<file path="src/hw/colmix_defs.svh">
// --------------------------------------------------
// colour mixer shared sizes
// memory address widths, colour depth and the
// blanking delay that lines up with the colour path
// --------------------------------------------------

`ifndef COLMIX_DEFS_SVH
`define COLMIX_DEFS_SVH

// palette address, 2-bit layer prefix plus 7-bit colour
`define COLMIX_PAL_AW 9

// priority PROM address, see layer_prio for bit order
`define COLMIX_PRIO_AW 8

// bits per colour channel at the output
`define COLMIX_COLOR_W 4

// pixel-enable steps from blank inputs to lvbl_dly/lhbl_dly
`define COLMIX_BLANK_STAGES 5

`endif

</file>
<file path="src/hw/colmix_pkg.sv">
// --------------------------------------------------
// colour mixer types
// layer pixels, cpu and prom ports, palette entries
// --------------------------------------------------

`include "colmix_defs.svh"

package colmix_pkg;

    // one pixel from each layer, 23 bits
    typedef struct packed {
        logic [6:0] char_pxl;   // character layer
        logic [7:0] obj_pxl;    // object layer, bit 7 is priority
        logic [7:0] scr_pxl;    // scroll layer, bit 7 is priority
    } layer_pix_t;

    // cpu side of the palette, addr[9] picks the blue bank
    typedef struct packed {
        logic [9:0] addr;
        logic [7:0] dout;       // data from cpu
        logic       wr_n;
        logic       cs;
    } cpu_bus_t;

    // priority prom load port
    typedef struct packed {
        logic [7:0] addr;
        logic [1:0] din;
        logic       we;
    } prom_prog_t;

    // visible layer code, both low codes mean char
    typedef enum logic [1:0] {
        PRIO_CHAR  = 2'd0,
        PRIO_CHAR1 = 2'd1,
        PRIO_OBJ   = 2'd2,
        PRIO_SCR   = 2'd3
    } prio_t;

    typedef logic [7:0] gr_entry_t;    // green high nibble, red low
    typedef logic [3:0] b_entry_t;     // blue only

    typedef struct packed {
        logic [`COLMIX_COLOR_W-1:0] red;
        logic [`COLMIX_COLOR_W-1:0] green;
        logic [`COLMIX_COLOR_W-1:0] blue;
    } rgb_t;

endpackage

</file>
<file path="src/hw/video_out.sv">
// --------------------------------------------------
// video output stage
// blanks and registers rgb on the pixel enable,
// delays the blanking flags to match
// --------------------------------------------------

`include "colmix_defs.svh"

module video_out (
    input  logic                  clk,
    input  logic                  rst_n,
    input  logic                  pxl_cen,
    input  logic                  vbl,
    input  logic                  hbl,
    input  colmix_pkg::gr_entry_t gr,
    input  colmix_pkg::b_entry_t  b,
    output colmix_pkg::rgb_t      rgb,
    output logic                  lvbl_dly,
    output logic                  lhbl_dly
);

    localparam int STAGES = `COLMIX_BLANK_STAGES;

    logic                    blank;
    logic [STAGES-1:0][1:0]  blank_sh;    // {lvbl, lhbl} per stage

    assign blank = vbl | hbl;

    // colour register
    always_ff @(posedge clk) begin
        if (!rst_n) begin
            rgb <= '0;
        end else if (pxl_cen) begin
            if (blank) begin
                rgb <= '0;   // black outside the active area
            end else begin
                rgb.red   <= gr[3:0];
                rgb.green <= gr[7:4];
                rgb.blue  <= b;
            end
        end
    end

    // active-high visible flags, shifted on pxl_cen
    always_ff @(posedge clk) begin
        if (!rst_n) begin
            blank_sh <= '0;
        end else if (pxl_cen) begin
            blank_sh <= {blank_sh[STAGES-2:0], ~vbl, ~hbl};
        end
    end

    assign lvbl_dly = blank_sh[STAGES-1][1];
    assign lhbl_dly = blank_sh[STAGES-1][0];

endmodule

</file>
<file path="config.mk">
export PLATFORM = sky130hd
export DESIGN_NAME = video_out
export DESIGN_NICKNAME = d
export VERILOG_FILES = /design/src/hw/colmix_pkg.sv /design/src/hw/video_out.sv
export VERILOG_INCLUDE_DIRS = /design/src /design/src/hw
export SDC_FILE = /design/constraint.sdc
export NUM_CORES = 1
export LEC_CHECK = 0
export ABC_AREA = 1
export BUFFER_PORTS_ARGS = -buffer_cell sky130_fd_sc_hd__buf_2
export CAP_MARGIN = 40
export CORE_MARGIN = 3
export CORE_UTILIZATION = 30
export CTS_CLUSTER_SIZE = 16
export DETAILED_ROUTE_END_ITERATION = 10
export GPL_ROUTABILITY_DRIVEN = 0
export PLACE_DENSITY = 0.59
export SYNTH_ARGS = -nofsm -noshare
export SYNTH_HDL_FRONTEND = slang
export SYNTH_SLANG_ARGS = --single-unit
</file>
<file path="constraint.sdc">
create_clock -name clk -period 0.9 [get_ports clk]
set_clock_uncertainty 0.1 [all_clocks]
set_input_delay 0.09 -clock clk [delete_from_list [all_inputs] [get_ports clk]]
set_output_delay 0.09 -clock clk [all_outputs]
set_load 0.03 [all_outputs]
</file>
# --- After elaboration in Yosys (flattened, before gate mapping) ---
# Cells that the tools add are included.
totals:
  register_bits: 22
  inputBits: 17
  elab_cells: 12
classes:
  mux: 1
  n_bitwise: 3
op_table:
  columns: ["operator", "count"]
  rows:
  - ["12-bit 2-to-1 mux", 1]
  - ["1-bit NOT", 2]
  - ["1-bit bitwise OR", 1]

# --- Longest topological paths before layout ---
depth:
  ltp_word: 2
  mapped_depth: 5

# --- Least setup slack after synthesis ---
# OpenSTA, ideal clock, no wires.
synth_path:
  path_kind: "register to register"
  start: "register, netlist name rgb[0]"
  end: "register rgb[0] (netlist bit)"
  setup_ps: 66
  arrival_time_ps: 709
  t_required_ps: 734
  path_slack_ps: 25
  path_stages_with_launch: 3
  path_buffers: 0
  path_cell_list: "dfxtp_1 -> nand2_1 -> a21oi_2"
synth_rtl:
  columns: ["item", "line_no", "source"]
  rows:
  - ["to (decl)", "video_out.sv:17", "output colmix_pkg::rgb_t rgb,"]

# --- Worst setup path in the final report ---
layout_path:
  start: "register rgb[9] (netlist bit)"
  end: "output port rgb[9] (netlist bit)"
# No word-level cell between the ends.

==> metrics list <==
* Result of the run: complete, but fails checks
* Failing checks: hold timing, setup timing
- After legalization and detailed placement, the total HPWL measured 1.36 mm.
- Buffers inserted during clock tree synthesis total 3.
* Total area of sequential cells: 458 sq um
- The worst register-to-register path has a depth of 3.
* Number of setup violations in the final report: 14
- Across every metal layer, demand over resource in global routing totals 0.124.
- Share of the yosys chip area belonging to registers: 0.486
- Area growth from synthesis to layout: 50.8%
- Clock root cell: sky130_fd_sc_hd__clkbuf_4
* R2R setup slack: 0.10 ns
- Across all layers, the routed design uses 854 vias.
- After detailed placement, the total cell area comes to 1090 sq um.
* Quantity of hold-fixing buffers added after cts: 13
* Worst reg2reg path endpoint: rgb[4]$_SDFFE_PN0P_
- The detail route stage leaves a number of antenna-violating nets equal to 0.
- IR analysis of the VDD net gives a maximum drop of 0.491 mV.
- Reported net switching power: 464 uW
- Distinct cell type count of the synthesized netlist: 14
* Endpoints failing hold: 4
* Number of design rule violations left after detail routing: 0
* Worst setup path category: reg -> out
- Critical path launch point: rgb[9]$_SDFFE_PN0P_
- Number of primary I/O pins: 31
- Setup repair after global routing could not meet its margin everywhere.
* End of the critical path: rgb[9]
* Non-Filler Cell Area, Final: 1370 sq um
- For the worst setup path, the data required time is 0.71 ns.
- Largest net degree at the start of global routing: 14
* Power share of the combinational group: 0.164
* Data arrival time of the critical path: 0.79 ns
- The clock passes through at most 2 buffers.
- 0 antenna diodes ended up in the layout.
- Seq pwr share: 0.554
- Power comes to 1880 uW.
- The number of nets in the synthesized netlist is 137.
* Capturing element type of the critical path: output pin
* Count of cells along the worst hold path: 3
* Kind of cell adding the most delay to the critical path: flip-flops
- The first detailed-routing pass ran for 4 iterations.
* Number of nets in the layout: 181
- Biggest cell delay along the critical path: 0.36 ns
* Classification of the worst-slack hold path: in -> reg
- In this run the number of cells on the critical path is 1.
* Slew @ Worst Pin: 0.334 ns
- Summed over all cells, the static leakage comes to 0.000625 uW.
- Counting both buffers and inverters, the worst setup path holds a total of 1.
- Of the available clock period, the critical path in the final layout requires 1.09.
- Detailed-route wire length: 1.94 mm
- Total of fill cells in the finished design: 278
* Post-DR vias/cell: 4.40
* Final Util: 0.483
- Core Footprint: 2830 sq um
- Cell internal pwr: 1410 uW
- Clock Sink Count: 22
- The via count of the first global-routing pass is 838.
* Clock latency of the later-clocked register in the worst-skew pair: 0.30 ns
- Die width: 61.0 microns
- Max-Slew Margin vs Limit: 0.777
- Clock-pin slew was measured on the worst setup and hold paths at 0.12 ns.
* CTS tree: built
- Summing all multi-input logic gate instances after layout gives 377 sq um.
- The tool flagged a number of max-cap violations equal to 0.
- Yosys printed 0 warnings.
- In this run the critical register-to-register path is launched from rgb[4]$_SDFFE_PN0P_.
- The mapped netlist covers 907 sq um.
- Leaving out filler cells and counting taps, the final layout contains 194.
* Row count: 19
- DRC violation total after the first TritonRoute iteration: 47
- Switching Fraction: 0.247
- Crit path cell chain: buf_6
* Maximum fanout along the worst path: 2
- Static timing analysis puts the maximum clock frequency at 1.02 GHz.
- The initial antenna violation count was 0.
- The first global-routing pass estimated 3.47 mm of wire.
- Instance count of the mapped netlist: 120
* Number of register bits inferred by synthesis: 22
* Power density relative to cell area: 1370 nW/um^2
- Final Hold Slack: -0.00869 ns
* Dpl cells: 180
* Clock period minus final worst setup slack: 0.980 ns
* Overall die height: 61.0 microns
- Average instance area after synthesis: 7.56 sq um
- Wirelength per Cell: 9.98 microns
* Share of total power in the clock network: 0.282
* Number of slew-limit violations in the final report: 0
* Fraction of layout cells with a size suffix above 1: 0.399
* Effective utilization at floorplan: 0.321
- The die covers 3720 sq um.
* Nature of the critical path startpoint: flop
- Port Buffers: 30
- Setup slack on the critical path of the routed design comes to -0.0802 ns.
* Cell type of the slowest stage on the worst timing path: sky130_fd_sc_hd__dfxtp_2
- For this run the aggregate overflow at the end of global routing stands at 0.
- In this run the number of H-tree levels came out at 1.
## flip-flops by register name, indices dropped and copies added (netlist names)
signal	flops
blank_sh	8
rgb	12
lvbl_dly	1
lhbl_dly	1
## per-layer routing
layer	wire length (microns)	up-vias	track usage
li1	-	450	-
met1	880	376	0.138
met2	914	26	0.234
met3	123	2	0.0340
met4	17	0	0.0279
met5	0	-	0
## final cells by class
class | instances | share of cell area
flip-flops and latches | 22 | 0.335
repair buffers | 45 | 0.296
multi-input cells | 78 | 0.275
inverters | 14 | 0.0384
well taps | 31 | 0.0284
clock buffers | 4 | 0.0265
## repair_timing
action	4_1_cts	5_1_grt
buffers inserted	4	0
setup endpoints to repair	14	24
resized for setup	42	4
pin swaps	0	12
hold endpoints to repair	20	8
## power groups by stage
stage | Clock (uW) | Combinational (uW) | Sequential (uW)
after global placement | 0 | 243 | 1050
after detailed placement | 0 | 248 | 1050
after floorplan | 0 | 131 | 1090
after global routing | 616 | 344 | 1050
final | 529 | 308 | 1040
after CTS | 551 | 319 | 1040
## Yosys cell counts, drive strengths merged
cell    n  area, sq um
nor2   29          116
nand2  25         93.8
dfxtp  22          440
a21oi  14          108
inv    14         52.6
o21ai   9         45.0
buf     6         45.0
or2     1         6.26
## cells in the final DEF, fill, tap and decap left out
master / Yosys / layout
sky130_fd_sc_hd__nor2_1: 28 / 28
sky130_fd_sc_hd__nor2_4: 1 / 1
sky130_fd_sc_hd__inv_1: 12 / 12
sky130_fd_sc_hd__dfxtp_1: 22 / 8
sky130_fd_sc_hd__buf_2: 3 / 9
sky130_fd_sc_hd__dlymetal6s4s_1: 0 / 2
sky130_fd_sc_hd__inv_2: 2 / 2
sky130_fd_sc_hd__clkbuf_8: 0 / 1
sky130_fd_sc_hd__buf_4: 1 / 9
sky130_fd_sc_hd__clkbuf_4: 0 / 3
sky130_fd_sc_hd__nand2_1: 25 / 25
sky130_fd_sc_hd__or2_1: 1 / 1
sky130_fd_sc_hd__dfxtp_2: 0 / 14
sky130_fd_sc_hd__o21ai_1: 1 / 1
sky130_fd_sc_hd__dlygate4sd3_1: 0 / 11
sky130_fd_sc_hd__buf_6: 2 / 14
sky130_fd_sc_hd__a21oi_1: 4 / 2
sky130_fd_sc_hd__o21ai_0: 8 / 8
sky130_fd_sc_hd__a21oi_2: 10 / 12
## per-stage QoR
| step | TNS [ns] | worst slack [ns] |
|---|---|---|
| 6_report | -0.977 | -0.0802 |
| 5_1_grt | -1.67 | -0.134 |
| 4_1_cts | -1.14 | -0.0887 |
| 3_5_place_dp | -0.0156 | -0.00817 |
| 3_3_place_gp | 0 | 0.0223 |
| 2_1_floorplan | 0 | 0.0247 |
## logic make-up (layout without fill, tap and decap cells)
group | Yosys count | in the layout | share of synthesized area
and+or+nand+nor | 55 | 55 | 0.239
buffers and inverters | 20 | 63 | 0.108
DFF | 22 | 22 | 0.486
AOI/OAI and AO/OA | 23 | 23 | 0.168
## worst min path at each step
stage | from | to | slack (ns)
final | rst_n | lvbl_dly$_SDFFE_PN0P_ | -0.009
after global routing | rst_n | blank_sh[3]$_SDFFE_PN0P_ | -0.01
after CTS | rst_n | lvbl_dly$_SDFFE_PN0P_ | -0.02
after detailed placement | hbl | blank_sh[0]$_SDFFE_PN0P_ | 0.24
after global placement | hbl | blank_sh[0]$_SDFFE_PN0P_ | 0.24
after floorplan | hbl | blank_sh[0]$_SDFFE_PN0P_ | 0.08
Power figures use the tool's default switching activity.
