### config.mk
export PLATFORM = sky130hd
export DESIGN_NAME = layer_prio
export DESIGN_NICKNAME = d
export VERILOG_FILES = /design/src/hw/colmix_pkg.sv /design/src/hw/video_ram.sv /design/src/hw/layer_prio.sv
export VERILOG_INCLUDE_DIRS = /design/src /design/src/hw
export SDC_FILE = /design/constraint.sdc
export NUM_CORES = 1
export LEC_CHECK = 0
export BUFFER_PORTS_ARGS = -buffer_cell sky130_fd_sc_hd__buf_4
export CORE_MARGIN = 10
export CORE_UTILIZATION = 41
export CTS_CLUSTER_DIAMETER = 40
export CTS_CLUSTER_SIZE = 40
export DETAILED_ROUTE_END_ITERATION = 8
export PLACE_DENSITY = 0.64
export RECOVER_POWER = 50
export SLEW_MARGIN = 20
export SYNTH_ARGS = -nofsm -noshare
export SYNTH_HDL_FRONTEND = slang
export SYNTH_SLANG_ARGS = --single-unit
### constraint.sdc
create_clock -name clk -period 2.3 [get_ports clk]
set_input_delay 0.23 -clock clk [delete_from_list [all_inputs] [get_ports clk]]
set_output_delay 0.23 -clock clk [all_outputs]
set_load 0.05 [all_outputs]
### src/hw/colmix_defs.svh
// --------------------------------------------------
// colour mixer shared sizes
// memory address widths, colour depth and the
// blanking delay that lines up with the colour path
// --------------------------------------------------

`ifndef COLMIX_DEFS_SVH
`define COLMIX_DEFS_SVH

// palette address, 2-bit layer prefix plus 7-bit colour
`define COLMIX_PAL_AW 9

// priority PROM address, see layer_prio for bit order
`define COLMIX_PRIO_AW 8

// bits per colour channel at the output
`define COLMIX_COLOR_W 4

// pixel-enable steps from blank inputs to lvbl_dly/lhbl_dly
`define COLMIX_BLANK_STAGES 5

`endif

### src/hw/colmix_pkg.sv
// --------------------------------------------------
// colour mixer types
// layer pixels, cpu and prom ports, palette entries
// --------------------------------------------------

`include "colmix_defs.svh"

package colmix_pkg;

    // one pixel from each layer, 23 bits
    typedef struct packed {
        logic [6:0] char_pxl;   // character layer
        logic [7:0] obj_pxl;    // object layer, bit 7 is priority
        logic [7:0] scr_pxl;    // scroll layer, bit 7 is priority
    } layer_pix_t;

    // cpu side of the palette, addr[9] picks the blue bank
    typedef struct packed {
        logic [9:0] addr;
        logic [7:0] dout;       // data from cpu
        logic       wr_n;
        logic       cs;
    } cpu_bus_t;

    // priority prom load port
    typedef struct packed {
        logic [7:0] addr;
        logic [1:0] din;
        logic       we;
    } prom_prog_t;

    // visible layer code, both low codes mean char
    typedef enum logic [1:0] {
        PRIO_CHAR  = 2'd0,
        PRIO_CHAR1 = 2'd1,
        PRIO_OBJ   = 2'd2,
        PRIO_SCR   = 2'd3
    } prio_t;

    typedef logic [7:0] gr_entry_t;    // green high nibble, red low
    typedef logic [3:0] b_entry_t;     // blue only

    typedef struct packed {
        logic [`COLMIX_COLOR_W-1:0] red;
        logic [`COLMIX_COLOR_W-1:0] green;
        logic [`COLMIX_COLOR_W-1:0] blue;
    } rgb_t;

endpackage

### src/hw/video_ram.sv
// --------------------------------------------------
// simple dual port ram
// one write port, one registered read port,
// entry type set per instance
// --------------------------------------------------

module video_ram #(
    parameter type entry_t = logic [7:0],
    parameter int  AW      = 8
) (
    input  logic          clk,
    input  logic          we,
    input  logic [AW-1:0] wr_addr,
    input  entry_t        wr_data,
    input  logic [AW-1:0] rd_addr,
    output entry_t        rd_data
);

    localparam int DEPTH = 2 ** AW;

    entry_t mem [DEPTH];   // contents undefined until written

    // write side
    always_ff @(posedge clk) begin
        if (we) begin
            mem[wr_addr] <= wr_data;
        end
    end

    // read side, one clk latency
    always_ff @(posedge clk) begin
        rd_data <= mem[rd_addr];
    end

endmodule

### src/hw/layer_prio.sv
// --------------------------------------------------
// layer priority select
// finds blank layers, looks up the priority prom and
// builds the palette address of the visible pixel
// --------------------------------------------------

`include "colmix_defs.svh"

module layer_prio (
    input  logic                      clk,
    input  colmix_pkg::layer_pix_t    pix,
    input  colmix_pkg::prom_prog_t    prog,
    output logic [`COLMIX_PAL_AW-1:0] pix_addr
);

    logic                          char_blank;
    logic                          obj_blank;
    logic [`COLMIX_PRIO_AW-1:0]    sel_addr;
    colmix_pkg::prio_t             prio;
    colmix_pkg::prio_t             prog_code;
    colmix_pkg::layer_pix_t        pix_q;     // lines up with prio

    // transparent pen is colour 0 of the low nibble
    assign char_blank = ~|pix.char_pxl[3:0];
    assign obj_blank  = ~|pix.obj_pxl[3:0];

    // prom address, msb first
    assign sel_addr = {
        pix.scr_pxl[7],      // scroll priority bit
        pix.obj_pxl[7],      // object priority bit
        obj_blank,
        char_blank,
        pix.scr_pxl[3:0]     // scroll colour nibble
    };

    assign prog_code = colmix_pkg::prio_t'(prog.din);

    video_ram #(
        .entry_t (colmix_pkg::prio_t),
        .AW      (`COLMIX_PRIO_AW)
    ) u_prom (
        .clk     (clk),
        .we      (prog.we),
        .wr_addr (prog.addr),
        .wr_data (prog_code),
        .rd_addr (sel_addr),
        .rd_data (prio)
    );

    // one clk delay to match the prom read
    always_ff @(posedge clk) begin
        pix_q <= pix;
    end

    // bank prefix in the top two address bits
    always_comb begin
        case (prio)
            colmix_pkg::PRIO_OBJ: begin
                pix_addr = {2'b01, pix_q.obj_pxl[6:0]};
            end
            colmix_pkg::PRIO_SCR: begin
                pix_addr = {2'b10, pix_q.scr_pxl[6:0]};
            end
            default: begin
                pix_addr = {2'b00, pix_q.char_pxl};   // codes 0 and 1
            end
        endcase
    end

endmodule

### Yosys cells after proc, flatten, opt, wreduce, memory -nomap -nowiden

Memory sizes are Yosys's and may differ from the RTL's. A register that Yosys moved wholly into a read port is not among the register bits.
Cells that the tools add are included.

* word-level logic and storage cells: 13
* RAM bits: 512
* register bits: 21
* memories: 1
* input bits: 35
* output and inout bits: 9

* eq/ne operators: 2
* reduce and logical (&&, ||, !) cells: 4
* multiplexer cells: 3

Memories
* u_prom.mem: words 256, width 2, rd ports 1, clocked after Yosys merged registers in 1, wr ports 1, line video_ram.sv:21 `entry_t mem [DEPTH];`

Operators by type and width (count)
* one-hot mux 9 bit (2 select lines): 1
* OR reduction 4 bit: 2
* equality test 2 bit (second input constant): 2
* logical NOT 1 bit: 2
* 2-to-1 mux 1 bit: 2

### Longest topological paths before layout

* depth after elaboration: 2
* gate-level depth with buffers: 11
* gate-level depth less buffers: 6

### Hierarchy

Synthesis repeated with hierarchy kept, for this count alone.

* cells, all modules: 1290
* area, all modules: 21981.1 um^2

By module, submodules not included
* video_ram: area each 21381.8 um^2, times used 1, cells an instance 1242
* layer_prio: area each 599.3 um^2, times used 1, cells an instance 48

### Least setup slack after synthesis

No wires, ideal clock.

* path type: input port to flip-flop
* start: input port pix[1] (netlist bit)
* end: register u_prom.rd_data[1] (netlist bit) (read register of u_prom.mem)
* data arrival time: 2.099 ns
* cell stages on the path: 8
* library setup time: 0.127 ns
* path slack: 0.074 ns
* data required time: 2.173 ns
* cells stage by stage: buf_2 > buf_6 > buf_2 > mux4_2 > mux4_2 > a2111o_1 > o22ai_2 > a211oi_1

RTL lines
* from (decl): line layer_prio.sv:11 `input colmix_pkg::layer_pix_t pix,`
* to (decl): line video_ram.sv:16 `output entry_t rd_data`

### Worst setup path after layout

* start: input port pix[11] (netlist bit)
* end: register u_prom.rd_data[0] (netlist bit) (read register of u_prom.mem)

* longest elaborated chain between the ends: 2

RTL lines
* OR reduction 4 bit: line layer_prio.sv:25 `assign obj_blank = ~|pix.obj_pxl[3:0];`
* logical NOT 1 bit: line layer_prio.sv:25

Every way passes these cells.

==> results.md <==
- Fmax: 0.4379 GHz
- Total power: 21.74 mW
- Slew headroom: 0.01465
- Fin. Hold Viols: 0
- Post-Syn Area per Cell: 16.84 um2
- RSZ-0062 raised after global routing: yes
- Main area contributors after synthesis: edfxtp_1 (70%), mux4_2 (12%), nor2_1 (4.9%)
- Share of layout cells above drive strength 1: 0.2776
- Gr usage total: 0.1775
- Final setup violating endpoints: 0
- Initial core utilization: 0.4147
- Post-DP HPWL: 35.84 mm
- CP Launch Type: input port
- Final Non-Filler Cells: 2219
- Die height: 250.8 um
- Net Count, Synth: 1332
- Area delta synth->final: 20.03%
- Drt total wl: 56.39 mm
- Gr ovfl total: 0
- Iteration-0 DRC Markers: 1378
- TritonCTS Buffers: 61
- Cell variety after synth: 51
- Post-route ant nets: 0
- Least-Margin Pin Slew: 1.478 ns
- Initial antenna violation count: 0
- PortBufs: 43
- Power Density: 829.5 nW/um2
- Row cnt: 84
- Yosys top cell by area: edfxtp_1
- Post-route setup slack: 0.01646 ns
- Core box area: 52660 um2
- Drt first pass iters: 6
- Wire per inst: 25.41 um
- # nets final: 1515
- Top-Level Pins: 44
- Max-slew violations: 0
- Setup CP Type: input port to flop
- Mapped Area: 21840 um2
- # diodes: 0
- Synth top cells by count: edfxtp_1 (512), nor2_1 (285), mux4_2 (120), clkbuf_1 (60)
- Critical Path End Type: flop
- H-tree levels: 2
- Yosys reg bits: 535
- Area taken by multi-input logic gates: 5588 um2
- Reg area: 15840 um2
- Final TNS setup: 0 ns
- Gp weighted congestion: 0.8644
- Status: completed
- Ys flop type: edfxtp_1
- Via density per instance: 5.711
- Async set-or-reset flop fraction in the synthesized netlist: 0
- CTS tree: built
- Dpl ws: -0.4100 ns
- Worst Path Required: 2.84 ns
- Peak VDD IR: 0.4934 mV
- Clk_lat worst skew: 0.62 ns
- Worst Path Arrival: 2.82 ns
- Total clock sinks: 535
- Tmin final: 2.284 ns
- Lkg Pwr: 8.462 nW
- YS warnings: 0
- Post-Place Cells: 2083
- DRC violations left: 0
- CTS root buf: clkbuf_16
- EDFF count, synth: 512
- Vias in the first global route: 13070
- Post-Syn Instances: 1297
- Top cell type's share of synthesized area: 0.7041
- First-pass GRT wire length: 84.30 mm
- Setup Skew: 0.02612 ns
- Hold WS: 0.1297 ns
- Clock slew seen by the registers of the worst setup and hold paths: 0.06 ns
- Die area: 62890 um2
- Count leader, synth: edfxtp_1
- Max-Cap Viols: 0
- Largest net degree at the start of global routing: 78
- Die W: 250.8 um
- Post-synthesis sequential area ratio: 0.7251
- Final period util: 0.9928
- Hold Crit Class: input port to flop
- Crit Path Max Fanout: 4
- Via count: 12670
- CTS max path bufs: 3
- Filler cells: 4265
-- power by group --
| part | switching [mW] | internal (mW) |
|---|---|---|
| logic | 0.815 | 0.572 |
| registers | 0.0390 | 10.7 |
| clock network | 4.20 | 5.41 |
-- registers in the layout, summed over array words and instances, names as in the netlist --
name and count:
pix_q 21, u_prom.rd_data 2, u_prom.mem 512
-- worst max-delay path: stages --
cell	delay [ns]
dlygate4sd3_1	0.56
buf_4	0.15
buf_4	0.13
nor4_4	0.19
buf_4	0.19
nand3_1	0.21
nor3b_1	0.35
a311oi_2	0.10
buf_4	0.16
nor4bb_2	0.17
buf_4	0.15
nor4_1	0.20
-- repair_timing --
item,in CTS,in global routing
resized for setup,1,7
endpoints found under the hold margin,46,0
setup buffers,0,0
hold buffers,22,0
cloned,0,0
setup endpoints to repair,1,3
-- area by class of cell --
| class | count | area share |
|---|---|---|
| Inverter | 4 | 0.0005728 |
| Multi-Input combinational cell | 665 | 0.2132 |
| Tap cell | 688 | 0.03284 |
| Sequential cell | 535 | 0.6041 |
| Clock inverter | 48 | 0.01738 |
| Timing Repair Buffer | 213 | 0.07213 |
| Clock buffer | 66 | 0.05976 |
-- path summary, 6_finish.rpt --
| kind | startpoint | endpoint | slack (ns) | cells past startpoint |
|---|---|---|---|---|
| hold reg to reg | u_prom.mem[62][1] | u_prom.rd_data[1] | 1.02 | 4 |
| setup reg to reg | u_prom.mem[197][1] | u_prom.rd_data[1] | 0.14 | 5 |
| setup / recovery | pix[11] | u_prom.rd_data[0] | 0.02 | 12 |
| hold / removal | prog[5] | u_prom.mem[173][1] | 0.13 | 3 |
-- layout by cell type (no fill, tap or decap), types with 11 or more instances in the layout --
| cell type | netlist | routed |
|---|---|---|
| dlygate4sd3_1 | 0 | 22 |
| clkbuf_16 | 0 | 62 |
| nor2b_1 | 18 | 18 |
| mux4_2 | 120 | 120 |
| dfxtp_1 | 23 | 23 |
| nor2_1 | 285 | 285 |
| nand4_1 | 24 | 24 |
| inv_8 | 0 | 11 |
| clkinv_2 | 0 | 11 |
| nand2_1 | 41 | 41 |
| buf_12 | 1 | 20 |
| a21oi_1 | 16 | 15 |
| nand3_1 | 32 | 31 |
| edfxtp_1 | 512 | 512 |
| buf_4 | 9 | 151 |
| mux2i_1 | 41 | 41 |
-- per-layer routing --
metal	track usage	part of all wire
met1	0.2326	0.40
met2	0.2875	0.48
met3	0.04022	0.085
met4	0.06110	0.030
met5	0	0
-- logic make-up (layout without fill, tap and decap cells) --
kind of cell    count (synthesis)  count (layout)  synth area share
buf+inv                        97             331           0.02166
flops                         535             535            0.7251
simple gates                  429             429           0.08394
compound gates                 69              69           0.02292
mux                           167             167            0.1463
-- per-stage QoR --
step,area (um2),util
CTS,26200,0.4976
floorplan,21840,-
detailed placement,23950,0.4549
finish,26210,0.4978
global placement,23950,0.4549
global route,26210,0.4978
No activity file was read; power rests on OpenSTA's default activity.
